File: src/include/fc_xcvr_config.svh
`ifndef FC_XCVR_CONFIG_SVH
`define FC_XCVR_CONFIG_SVH

// lane count, 1 to 8 supported
`define FC_LANES 4

// flops in the status word synchronizer
`define FC_SYNC_STAGES 3

// management address map
// bit 9 selects the vendor phy bus, below that the local registers
`define FC_PHY_SEL_BIT 9

// one 32-bit register per word, status at +0 and sticky at +4
`define FC_REG_SEL_BIT 2

// lane index starts above the register select bit
// widen FC_LANE_SEL_BITS to 3 when FC_LANES goes above 4
`define FC_LANE_SEL_LSB 3
`define FC_LANE_SEL_BITS 2

`endif

File: src/rtl/fc_xcvr_pkg.sv
package fc_xcvr_pkg;

  // four 9-bit groups, byte n at [9n+7:9n], k flag at 9n+8
  // byte 0 is sent first
  typedef logic [35:0] char_word_t;

  // phy parallel side, byte 0 in the low byte
  typedef logic [31:0] phy_word_t;

  // one bit per byte lane of the phy word
  typedef logic [3:0] lane_flags_t;

  // management bus fields
  typedef logic [9:0]  mm_addr_t;   // master side address
  typedef logic [8:0]  phy_addr_t;  // vendor phy mgmt address
  typedef logic [31:0] mm_data_t;   // read and write data

  // live status readback word
  typedef struct packed {
    logic [14:0] rsvd;            // reads as zero
    logic        pll_locked;      // bit 16
    lane_flags_t disperr;         // bits 15:12
    lane_flags_t errdetect;       // bits 11:8
    lane_flags_t patterndetect;   // bits 7:4
    lane_flags_t syncstatus;      // bits 3:0
  } status_word_t;

  // sticky error register
  //   3:0  disperr seen
  //   7:4  errdetect seen
  //   8    pll_locked fell
  //   9    sync lost after full sync
  typedef struct packed {
    logic [21:0] rsvd;
    logic        sync_lost;
    logic        pll_lost;
    lane_flags_t errdetect;
    lane_flags_t disperr;
  } sticky_word_t;

endpackage

File: src/rtl/fc_mgmt_decode.sv
`include "fc_xcvr_config.svh"

module fc_mgmt_decode (
  input  logic                                  mgmt_clk,
  input  logic                                  reset,
  input  fc_xcvr_pkg::mm_addr_t                 mm_address,
  input  logic                                  mm_read,
  input  logic                                  mm_write,
  input  fc_xcvr_pkg::mm_data_t                 mm_writedata,
  input  logic                                  phy_mgmt_waitrequest,
  output logic                                  mm_waitrequest,
  output fc_xcvr_pkg::phy_addr_t                phy_mgmt_address,
  output logic                                  phy_mgmt_read,
  output logic                                  phy_mgmt_write,
  output fc_xcvr_pkg::mm_data_t                 phy_mgmt_writedata,
  output logic                                  local_sel,
  output fc_xcvr_pkg::mm_data_t [`FC_LANES-1:0] lane_clear
);

  localparam int idx_w = `FC_PHY_SEL_BIT - `FC_LANE_SEL_LSB;  // address bits 8 down to lsb

  logic             phy_sel;    // access goes to the vendor phy
  logic [idx_w-1:0] lane_idx;   // full lane field, upper bits included
  logic             reg_sel;    // 1 sticky, 0 live status
  logic             lane_ok;    // lane exists
  logic             stall_q;    // last cycle was a write held by the phy
  logic             clear_wr;   // local write to a sticky register

  assign phy_sel   = mm_address[`FC_PHY_SEL_BIT];
  assign local_sel = ~phy_sel;
  assign lane_idx  = mm_address[`FC_PHY_SEL_BIT-1:`FC_LANE_SEL_LSB];
  assign reg_sel   = mm_address[`FC_REG_SEL_BIT];
  assign lane_ok   = int'(lane_idx) < `FC_LANES;

  // passthrough, nothing leaks to the phy on a local access
  assign phy_mgmt_read      = phy_sel & mm_read;
  assign phy_mgmt_write     = phy_sel & mm_write;
  assign phy_mgmt_address   = phy_sel ? mm_address[`FC_PHY_SEL_BIT-1:0] : '0;
  assign phy_mgmt_writedata = phy_sel ? mm_writedata : '0;

  // local registers answer at once
  assign mm_waitrequest = phy_sel & phy_mgmt_waitrequest;

  // A write the phy stalled is still the same access in the cycle after
  // the stall, even if the master lets the address wander.  Only the
  // first cycle of a fresh write is allowed to clear sticky bits.
  always_ff @(posedge mgmt_clk) begin
    if (reset) begin
      stall_q <= 1'b0;
    end else begin
      stall_q <= mm_write & mm_waitrequest;  // held under waitrequest
    end
  end

  assign clear_wr = local_sel & mm_write & reg_sel & lane_ok & ~stall_q;

  // write-one-to-clear mask, addressed lane only
  always_comb begin
    for (int i = 0; i < `FC_LANES; i++) begin
      if (clear_wr && int'(lane_idx) == i) begin
        lane_clear[i] = mm_writedata;  // ones clear
      end else begin
        lane_clear[i] = '0;
      end
    end
  end

endmodule

File: src/rtl/fc_lane.sv
`include "fc_xcvr_config.svh"

module fc_lane (
  input  logic                       mgmt_clk,
  input  logic                       reset,
  input  fc_xcvr_pkg::char_word_t    tx_data,
  input  fc_xcvr_pkg::phy_word_t     rx_parallel_data,
  input  fc_xcvr_pkg::lane_flags_t   rx_datak,
  input  fc_xcvr_pkg::lane_flags_t   rx_syncstatus,
  input  fc_xcvr_pkg::lane_flags_t   rx_patterndetect,
  input  fc_xcvr_pkg::lane_flags_t   rx_errdetect,
  input  fc_xcvr_pkg::lane_flags_t   rx_disperr,
  input  logic                       pll_locked,
  input  fc_xcvr_pkg::mm_data_t      lane_clear,
  output fc_xcvr_pkg::phy_word_t     tx_parallel_data,
  output fc_xcvr_pkg::lane_flags_t   tx_datak,
  output fc_xcvr_pkg::char_word_t    rx_data,
  output logic                       rx_valid,
  output fc_xcvr_pkg::status_word_t  status_sync,
  output fc_xcvr_pkg::mm_data_t      sticky_errors
);

  import fc_xcvr_pkg::*;

  status_word_t status_raw;                   // phy side flags, unsynchronized
  status_word_t sync_q [`FC_SYNC_STAGES];     // synchronizer chain
  logic         full_sync;                    // all four sync bits, synchronized
  logic         full_sync_q;                  // full sync one cycle ago
  logic         pll_locked_q;                 // synchronized pll_locked one cycle ago
  sticky_word_t set_vec;                      // bits to set this cycle
  sticky_word_t sticky_q;

  // tx reorder
  // byte n of the char word goes to byte lane n of the phy word
  always_comb begin
    for (int b = 0; b < 4; b++) begin
      tx_parallel_data[8*b +: 8] = tx_data[9*b +: 8];  // data byte
      tx_datak[b]                = tx_data[9*b + 8];   // k flag
    end
  end

  // rx rebuild, inverse of the tx rule
  always_comb begin
    for (int b = 0; b < 4; b++) begin
      rx_data[9*b +: 8] = rx_parallel_data[8*b +: 8];
      rx_data[9*b + 8]  = rx_datak[b];
    end
  end

  assign rx_valid = rx_syncstatus == 4'b1111;  // word aligned on all bytes

  // status word as read back by software
  always_comb begin
    status_raw               = '0;
    status_raw.syncstatus    = rx_syncstatus;
    status_raw.patterndetect = rx_patterndetect;
    status_raw.errdetect     = rx_errdetect;
    status_raw.disperr       = rx_disperr;
    status_raw.pll_locked    = pll_locked;
  end

  // flags come from the phy recovered clock side
  always_ff @(posedge mgmt_clk) begin
    if (reset) begin
      for (int s = 0; s < `FC_SYNC_STAGES; s++) begin
        sync_q[s] <= '0;
      end
    end else begin
      sync_q[0] <= status_raw;
      for (int s = 1; s < `FC_SYNC_STAGES; s++) begin
        sync_q[s] <= sync_q[s-1];  // shift one stage
      end
    end
  end

  assign status_sync = sync_q[`FC_SYNC_STAGES-1];
  assign full_sync   = status_sync.syncstatus == 4'b1111;

  // error events, all taken from the synchronized word
  always_comb begin
    set_vec           = '0;
    set_vec.disperr   = status_sync.disperr;
    set_vec.errdetect = status_sync.errdetect;
    set_vec.pll_lost  = pll_locked_q & ~status_sync.pll_locked;  // falling edge
    set_vec.sync_lost = full_sync_q & ~full_sync;                 // dropped out of sync
  end

  always_ff @(posedge mgmt_clk) begin
    if (reset) begin
      pll_locked_q <= 1'b0;
      full_sync_q  <= 1'b0;
      sticky_q     <= '0;
    end else begin
      pll_locked_q <= status_sync.pll_locked;
      full_sync_q  <= full_sync;
      // a flag still high during a clear keeps its bit
      sticky_q     <= (sticky_q & ~sticky_word_t'(lane_clear)) | set_vec;
    end
  end

  assign sticky_errors = mm_data_t'(sticky_q);

endmodule

File: src/rtl/fc_status_mux.sv
`include "fc_xcvr_config.svh"

module fc_status_mux (
  input  fc_xcvr_pkg::status_word_t [`FC_LANES-1:0] status_sync,
  input  fc_xcvr_pkg::mm_data_t     [`FC_LANES-1:0] sticky_errors,
  input  fc_xcvr_pkg::mm_addr_t                     mm_address,
  input  logic                                      local_sel,
  input  fc_xcvr_pkg::mm_data_t                     phy_mgmt_readdata,
  output fc_xcvr_pkg::mm_data_t                     mm_readdata
);

  import fc_xcvr_pkg::*;

  localparam int idx_w = `FC_PHY_SEL_BIT - `FC_LANE_SEL_LSB;

  logic [idx_w-1:0]             lane_idx;   // whole lane field
  logic [`FC_LANE_SEL_BITS-1:0] lane_sel;   // bits that pick among lanes
  logic                         lane_ok;
  logic                         reg_sel;
  mm_data_t                     local_word;

  assign lane_idx = mm_address[`FC_PHY_SEL_BIT-1:`FC_LANE_SEL_LSB];
  assign lane_sel = lane_idx[`FC_LANE_SEL_BITS-1:0];
  assign lane_ok  = int'(lane_idx) < `FC_LANES;  // upper field bits count too
  assign reg_sel  = mm_address[`FC_REG_SEL_BIT];

  // local register file read
  always_comb begin
    local_word = '0;  // missing lanes read zero
    if (lane_ok) begin
      if (reg_sel) begin
        local_word = sticky_errors[lane_sel];
      end else begin
        local_word = mm_data_t'(status_sync[lane_sel]);
      end
    end
  end

  // phy readdata only on passthrough
  assign mm_readdata = local_sel ? local_word : phy_mgmt_readdata;

endmodule

File: src/rtl/fc_xcvr_array.sv
`include "fc_xcvr_config.svh"

module fc_xcvr_array (
  input  logic                                       mgmt_clk,
  input  logic                                       reset,
  // management port
  input  fc_xcvr_pkg::mm_addr_t                      mm_address,
  input  logic                                       mm_read,
  input  logic                                       mm_write,
  input  fc_xcvr_pkg::mm_data_t                      mm_writedata,
  output fc_xcvr_pkg::mm_data_t                      mm_readdata,
  output logic                                       mm_waitrequest,
  // vendor phy management bus
  output fc_xcvr_pkg::phy_addr_t                     phy_mgmt_address,
  output logic                                       phy_mgmt_read,
  output logic                                       phy_mgmt_write,
  output fc_xcvr_pkg::mm_data_t                      phy_mgmt_writedata,
  input  fc_xcvr_pkg::mm_data_t                      phy_mgmt_readdata,
  input  logic                                       phy_mgmt_waitrequest,
  // user side, one word per lane
  input  fc_xcvr_pkg::char_word_t  [`FC_LANES-1:0]   tx_data,
  output fc_xcvr_pkg::char_word_t  [`FC_LANES-1:0]   rx_data,
  output logic                     [`FC_LANES-1:0]   rx_valid,
  // phy parallel side
  output fc_xcvr_pkg::phy_word_t   [`FC_LANES-1:0]   tx_parallel_data,
  output fc_xcvr_pkg::lane_flags_t [`FC_LANES-1:0]   tx_datak,
  input  fc_xcvr_pkg::phy_word_t   [`FC_LANES-1:0]   rx_parallel_data,
  input  fc_xcvr_pkg::lane_flags_t [`FC_LANES-1:0]   rx_datak,
  input  fc_xcvr_pkg::lane_flags_t [`FC_LANES-1:0]   rx_syncstatus,
  input  fc_xcvr_pkg::lane_flags_t [`FC_LANES-1:0]   rx_patterndetect,
  input  fc_xcvr_pkg::lane_flags_t [`FC_LANES-1:0]   rx_errdetect,
  input  fc_xcvr_pkg::lane_flags_t [`FC_LANES-1:0]   rx_disperr,
  input  logic                     [`FC_LANES-1:0]   pll_locked
);

  import fc_xcvr_pkg::*;

  logic                         local_sel;      // bit 9 clear
  mm_data_t     [`FC_LANES-1:0] lane_clear;     // per lane clear masks
  status_word_t [`FC_LANES-1:0] status_sync;    // live status, mgmt_clk side
  mm_data_t     [`FC_LANES-1:0] sticky_errors;

  fc_mgmt_decode decode_i (
    .mgmt_clk             (mgmt_clk),
    .reset                (reset),
    .mm_address           (mm_address),
    .mm_read              (mm_read),
    .mm_write             (mm_write),
    .mm_writedata         (mm_writedata),
    .phy_mgmt_waitrequest (phy_mgmt_waitrequest),
    .mm_waitrequest       (mm_waitrequest),
    .phy_mgmt_address     (phy_mgmt_address),
    .phy_mgmt_read        (phy_mgmt_read),
    .phy_mgmt_write       (phy_mgmt_write),
    .phy_mgmt_writedata   (phy_mgmt_writedata),
    .local_sel            (local_sel),
    .lane_clear           (lane_clear)
  );

  // identical lanes, each on its own slice
  for (genvar i = 0; i < `FC_LANES; i++) begin : g_lane
    fc_lane lane_i (
      .mgmt_clk         (mgmt_clk),
      .reset            (reset),
      .tx_data          (tx_data[i]),
      .rx_parallel_data (rx_parallel_data[i]),
      .rx_datak         (rx_datak[i]),
      .rx_syncstatus    (rx_syncstatus[i]),
      .rx_patterndetect (rx_patterndetect[i]),
      .rx_errdetect     (rx_errdetect[i]),
      .rx_disperr       (rx_disperr[i]),
      .pll_locked       (pll_locked[i]),
      .lane_clear       (lane_clear[i]),
      .tx_parallel_data (tx_parallel_data[i]),
      .tx_datak         (tx_datak[i]),
      .rx_data          (rx_data[i]),
      .rx_valid         (rx_valid[i]),
      .status_sync      (status_sync[i]),
      .sticky_errors    (sticky_errors[i])
    );
  end

  // read path back to the master
  fc_status_mux status_mux_i (
    .status_sync       (status_sync),
    .sticky_errors     (sticky_errors),
    .mm_address        (mm_address),
    .local_sel         (local_sel),
    .phy_mgmt_readdata (phy_mgmt_readdata),
    .mm_readdata       (mm_readdata)
  );

endmodule

File: config.mk
export PLATFORM = sky130hd
export DESIGN_NAME = fc_xcvr_array
export DESIGN_NICKNAME = d
export VERILOG_FILES = /design/src/rtl/fc_xcvr_pkg.sv /design/src/rtl/fc_mgmt_decode.sv /design/src/rtl/fc_lane.sv /design/src/rtl/fc_status_mux.sv /design/src/rtl/fc_xcvr_array.sv
export VERILOG_INCLUDE_DIRS = /design/src /design/src/include
export SDC_FILE = /design/constraint.sdc
export NUM_CORES = 1
export LEC_CHECK = 0
export BUFFER_PORTS_ARGS = -buffer_cell sky130_fd_sc_hd__buf_4
export CORE_AREA = 2 2 317 319
export DETAILED_ROUTE_END_ITERATION = 7
export DIE_AREA = 0 0 319 321
export GPL_ROUTABILITY_DRIVEN = 1
export REMOVE_ABC_BUFFERS = 1
export SYNTH_ARGS = -nofsm -noshare
export SYNTH_HDL_FRONTEND = slang
export SYNTH_SLANG_ARGS = --single-unit
File: constraint.sdc
create_clock -name mgmt_clk -period 4 [get_ports mgmt_clk]
set_clock_uncertainty 0.2 [all_clocks]
set_input_delay 1.2 -clock mgmt_clk [delete_from_list [all_inputs] [get_ports mgmt_clk]]
set_output_delay 1.2 -clock mgmt_clk [all_outputs]
set_load 0.005 [all_outputs]
==> metrics.txt, run 1 <==
Row Count about 120; Layout Nets 1772; first-pass GRT wire length ~120000 µm; Post-Route WL 104000 µm; Setup crit end kind output port; routed vias/inst around 3.8; leakage around 6.5 nW; fill cell count about 11000; clock network power share 46.0%; Critical R2R Capture g_lane[1].lane_i.sticky_errors[2]; Least-Margin Pin Slew ~0.59 ns; final setup fails 32; cts hold-fix bufs 0; Pins Over Slew Limit 0; post-synthesis cell count between 1000 and 1500; Area growth syn-to-layout 20.8%; CTS Buf Count 38; core area between 90000 and 100000 µm²; Antenna diodes 0; Die Y roughly 320 µm; Max-Cap Viols 0; Synth Area in XOR/XNOR 0%; register area share after synthesis around 48%; full die area 102000 µm²; Initial Utilization between 10% and 20%; # IOs roughly 800; reg2reg path depth 4; 1st-iter DRT viols between 800 and 900; clk_lat worst skew between 0.5 and 0.6 ns; R2R Path Start decode_i.stall_q; DRC errors left 0; failing checks negative setup slack; Fin. Hold Viols 0; Yosys cell types 27; Mapped Area approximately 14000 µm²; Hold WC Path Type register to register; Cell Count Post-Placement around 2600; Antenna Nets Post-Route 0; status finished with violations; clk slew on worst S/H paths approximately 0.070 ns; crit share post-route 107%; Ys Warns 0; kind of critical path primary input to output port; worst ir drop on vdd between 0.2 and 0.25 mV; Int Power between 5 and 6 mW; GR Overflow Total 0; vias in the first global route around 9000; post-synthesis mux area share 7.68%; pwr dens between 400 and 500 nW/µm²; final design utilization 17.5%; I/O Buffers between 200 and 250; largest net degree at the start of global routing between 80 and 90; non-filler instance count after layout 2663; Max Buffers Root-to-Sink 3; Simple-Gate Fraction of Synth Area a little under a fifth; CTS Root Cell clkbuf_16; flops & latches, synth about 340; initial antenna violation count 8; Compound-Gate Fraction of Synth Area 7.81%; headroom to the max-slew limit about three fifths; WL/cell between 30 and 40 µm; syn_area_per_cell approximately 10 µm²; sw power between 1.5 and 2 mW; Final min period roughly 4.3 ns; Max Clock Freq 0.233 GHz; Critical Path RT about 2.6 ns; Post-DP HPWL around 84000 µm; CTS tree done; Combinational Power Share just under 8%; crit path launch mm_address[7]; H-tree levels 2; Net Sw Frac around a quarter; die width 319 µm; PnR worst setup slack -0.298 ns; Worst setup SP type primary input; r2r setup slk between 1.5 and 2 ns; Vias 10000; unrepaired setup endpoints after global routing true; clk sinks about 340; Critical Path AT just under 3 ns; share of cells above drive strength 1 between 20 and 30%; Overall Global Routing Usage between 10% and 20%; Synth Area in Adders 0%; routability congestion estimate just under 1; crit path capture mm_readdata[7]; critical path fanouts, max 5; largest family of logic cells by synthesized area buffers and inverters; drt pass-1 iters 5; sequential share of power approximately 46%
-- layout make-up --
type	count	area [µm²]	share of cell area [%]
Sequential cell	341	6830	39.4
Multi-Input combinational cell	635	4980	28.7
Timing Repair Buffer	286	2540	14.6
Tap cell	1298	1620	9.36
Clock buffer	52	1050	6.07
Clock inverter	16	194	1.12
Inverter	35	131	0.757
-- cells by family after synthesis --
family                 after synthesis
buffers and inverters              406
AND/OR/NAND/NOR                    420
multiplexers                        49
flip-flops                         341
AO/OA/AOI/OAI                      166
-- layer usage --
| layer | global-route usage, % | wire length [µm] | up-vias |
|---|---|---|---|
| met5 | 5.06 | 719 | - |
| met4 | 15.9 | 10100 | 20 |
| met3 | 17.2 | 20000 | 159 |
| met2 | 28.2 | 43000 | 972 |
| met1 | 16.4 | 29700 | 4634 |
| li1 | - | - | 4227 |
-- power groups by stage --
stage	combinational, mW	sequential, mW	clock (mW)
5_1_grt	0.637	3.54	3.75
3_5_place_dp	0.558	3.60	0
4_1_cts	0.599	3.53	3.61
3_3_place_gp	0.556	3.60	0
2_1_floorplan	0.173	3.58	0
6_report	0.590	3.53	3.50
-- cells in the mapped netlist, drive strengths merged --
| master | n | area, µm² |
|---|---|---|
| a21oi | 94 | 470 |
| a221o | 17 | 170 |
| a22o | 15 | 131 |
| a311oi | 40 | 350 |
| and2 | 44 | 275 |
| and3b | 1 | 8.76 |
| and4 | 4 | 35.0 |
| buf | 318 | 2350 |
| clkbuf | 53 | 199 |
| dfxtp | 341 | 6830 |
| inv | 35 | 131 |
| mux4 | 49 | 1100 |
| nand2 | 7 | 26.3 |
| nand2b | 90 | 563 |
| nand4 | 4 | 25.0 |
| nand4bb | 1 | 11.3 |
| nor2 | 38 | 143 |
| nor2b | 208 | 1300 |
| nor3 | 1 | 16.3 |
| nor3b | 1 | 18.8 |
| nor4 | 2 | 25.0 |
| nor4b | 18 | 173 |
| or4 | 1 | 11.3 |
-- state kept, by name, indices dropped and copies added (netlist names) --
register	cells
g_lane.lane_i.sync_q	204
g_lane.lane_i.sticky_errors	128
g_lane.lane_i.full_sync_q	4
g_lane.lane_i.pll_locked_q	4
decode_i.stall_q	1
-- critical path, stage by stage --
cell	delay, ns
buf_6	0.09
or4_4	0.62
nor3b_4	0.25
buf_6	0.19
buf_12	0.16
a221o_1	0.23
buf_4	0.14
-- stage by stage --
step	hold WS [ns]	setup slack, ns	instance area (µm²)	TNS (ns)	total power, mW
CTS	0.226	-0.291	17400	-7.11	7.74
finish	0.225	-0.298	17300	-6.25	7.62
global route	0.240	-0.333	17300	-7.63	7.92
global placement	0.217	-0.415	15700	-9.50	4.16
detailed placement	0.220	-0.434	15700	-9.95	4.16
floorplan	0.214	-0.299	11800	-9.08	3.76
-- cells in the final DEF, fill, tap and decap left out, types with 2 or more instances in the layout --
cell type / netlist / routed
a21oi_1: 94 / 94
a221o_1: 17 / 17
a22o_1: 15 / 15
a311oi_1: 40 / 40
and2_1: 44 / 44
and4_1: 4 / 4
buf_12: 0 / 23
buf_16: 0 / 2
buf_4: 293 / 246
buf_6: 4 / 13
buf_8: 0 / 2
bufinv_16: 0 / 2
clkbuf_1: 53 / 9
clkbuf_16: 0 / 38
clkbuf_8: 0 / 5
clkinv_2: 0 / 6
clkinv_4: 0 / 2
clkinv_8: 0 / 2
clkinvlp_4: 0 / 2
dfxtp_1: 341 / 341
inv_1: 35 / 35
mux4_2: 49 / 49
nand2_1: 7 / 7
nand2b_1: 90 / 90
nand4_1: 4 / 4
nor2_1: 38 / 38
nor2b_1: 208 / 208
nor4_4: 0 / 2
nor4b_1: 17 / 8
nor4b_2: 0 / 4
nor4b_4: 1 / 6
-- worst min-delay path by stage --
stage	start	end	slack, ns	depth (start not counted)
CTS	g_lane[1].lane_i.sync_q[0][5]	g_lane[1].lane_i.sync_q[0][37]	0.23	1
detailed placement	g_lane[0].lane_i.sync_q[0][8]	g_lane[0].lane_i.sync_q[0][40]	0.22	1
floorplan	g_lane[0].lane_i.sync_q[0][0]	g_lane[0].lane_i.sync_q[0][32]	0.21	1
finish	g_lane[1].lane_i.sync_q[0][5]	g_lane[1].lane_i.sync_q[0][37]	0.23	1
global placement	g_lane[2].lane_i.sync_q[0][9]	g_lane[2].lane_i.sync_q[0][41]	0.22	1
global route	g_lane[1].lane_i.sync_q[0][5]	g_lane[1].lane_i.sync_q[0][37]	0.24	1
-- timing repair --
action | in CTS | in global routing
resized for setup | 27 | 10
setup endpoints to repair | 32 | 32
gates cloned | 4 | 0
pin swaps | 9 | 12
buffers inserted | 19 | 5
Note: power is estimated with default switching activity, not from simulation.
==> inputs of run 2 (changes only) <==
RECOVER_POWER = 100   (was not set)
==> metrics.txt, run 2 (synthesis gave the netlist of run 1 again) <==
Initial Utilization 14.5% (unchanged); routed vias/inst 3.76 (about the same); Critical Path AT 2.91 ns (about the same); unrepaired setup endpoints after global routing true; Antenna Nets Post-Route 0 (unchanged); Die Y 321 µm (unchanged); total power 7.60 mW (-0.23%); GR Overflow Total 0 (unchanged); Area growth syn-to-layout 19.6%; Max Clock Freq 0.232 GHz (-0.32%); Least-Margin Pin Slew 1.80 ns (+1.21 ns); Fin. Hold Viols 0 (unchanged); Post-DP HPWL 84200 µm (unchanged); pwr dens 443 nW/µm² (+0.70%); DRC errors left 0 (unchanged); Row Count 116 (unchanged); Setup TNS -6.18 ns (+0.0753 ns); metal2 WL 43000 µm (+0.12%); Max-Cap Viols 1 (+1); clk slew on worst S/H paths 0.07 ns (about the same); largest net degree at the start of global routing 88 (unchanged); initial antenna violation count 9 (+1); Critical Path RT 2.60 ns (about the same); CTS Buf Count 38 (unchanged); Overall Global Routing Usage 19.5% (unchanged); most frequent cells in the layout dfxtp_1 (341), buf_4 (217), nor2b_1 (208), a21oi_1 (94), nand2b_1 (90); Fin Hold WS 0.226 ns (+0.000827 ns); leakage 6.35 nW (-1.5%); non-filler instance count after layout 2663 (unchanged); final setup fails 32 (unchanged); Vias 10000 (-0.010%); kind of critical path primary input to output port; Area after DPL 15700 µm² (unchanged); Layout Nets 1772 (unchanged); CTS Root Cell clkbuf_16; Final min period 4.31 ns (+0.0137 ns); CTS tree done; WL/cell 38.9 µm (about the same); final design utilization 17.3% (-0.16 points); critical path fanouts, max 5 (unchanged); H-tree levels 2 (unchanged); Worst setup SP type primary input; 1st-iter DRT viols 834 (-6.9%); Max Buffers Root-to-Sink 3 (unchanged); vias in the first global route 9200 (unchanged); Cell Count Post-Placement 2573 (unchanged); clk sinks 341 (unchanged); worst ir drop on vdd 0.242 mV (-0.53%); Setup crit end kind output port; Antenna diodes 0 (unchanged); Metal-1 WL 29600 µm (-0.47%); first-pass GRT wire length 123000 µm (unchanged); # IOs 803 (unchanged); drt pass-1 iters 5 (unchanged); met3 wire len 19900 µm (-0.56%); core area 99300 µm² (unchanged); routability congestion estimate 0.984 (unchanged); I/O Buffers 226 (unchanged); Post-Layout Inst Area 17200 µm² (-0.92%); status finished with violations; share of cells above drive strength 1 29.2% (-0.81 points); max reg flops 204 (unchanged); die width 319 µm (unchanged); Hold WC Path Type register to register; DP Worst Slack -0.434 ns (unchanged); clk_lat worst skew 0.57 ns (about the same); failing checks max-capacitance violations, max-slew violations, negative setup slack; PnR worst setup slack -0.312 ns (-0.0137 ns); crit share post-route 108% (+0.34 points); top layer in use met5; most common cell after layout, fill and taps aside dfxtp_1; headroom to the max-slew limit -20.0% (-81 points); Pins Over Slew Limit 88 (+88); Post-Route WL 104000 µm (about the same); Biggest register g_lane.lane_i.sync_q; full die area 102000 µm² (unchanged)
[run 2: changes by cell type in the layout (fill, tap and decap cells not counted), sizes merged]
cell / before / now
clkbuf: 52 / 87
buf: 286 / 251
[run 2: metal layers]
| layer | GRT usage [%] | vias up |
|---|---|---|
| met5 | 5.06 | - |
| met4 | 15.9 | 20 |
| met3 | 17.2 | 174 |
| met2 | 28.2 | 992 |
| met1 | 16.4 | 4602 |
| li1 | - | 4223 |
[run 2: timing repair]
action                     in CTS  in global routing
pin swaps                       9                 12
setup endpoints to repair      32                 32
hold buffers                    0                  0
cloned                          4                  0
gates resized for setup        27                 10
setup buffers                  19                  5
[run 2: worst paths after layout]
| kind | startpoint | end | slack (ns) | cells past startpoint |
|---|---|---|---|---|
| worst max-delay path | mm_address[7] | mm_readdata[7] | -0.31 | 7 |
| worst min-delay path | g_lane[1].lane_i.sync_q[0][5] | g_lane[1].lane_i.sync_q[0][37] | 0.23 | 1 |
| worst max register to register | decode_i.stall_q | g_lane[2].lane_i.sticky_errors[0] | 1.41 | 4 |
| worst min register to register | g_lane[1].lane_i.sync_q[0][5] | g_lane[1].lane_i.sync_q[0][37] | 0.23 | 1 |
[run 2: worst max-delay path: stages]
cell	delay [ns]
buf_6	0.09
or4_4	0.61
nor3b_4	0.25
buf_6	0.19
buf_12	0.16
a221o_1	0.24
buf_4	0.14
[run 2: where the power goes]
| part | switching (mW) | internal, mW | total [mW] |
|---|---|---|---|
| registers | 0.0365 | 3.49 | 3.53 |
| logic | 0.259 | 0.318 | 0.577 |
| clock network | 1.50 | 2.00 | 3.50 |
| total | 1.79 | 5.81 | 7.60 |
[run 2: area by class of cell]
class | count | area [µm²]
fill | 11100 | 82100
timing repair buffer | 286 | 2420
tap | 1298 | 1620
sequential | 341 | 6830
inverter | 35 | 131
clock buffer | 52 | 1050
multi-input combinational | 635 | 4930
clock inverter | 16 | 194
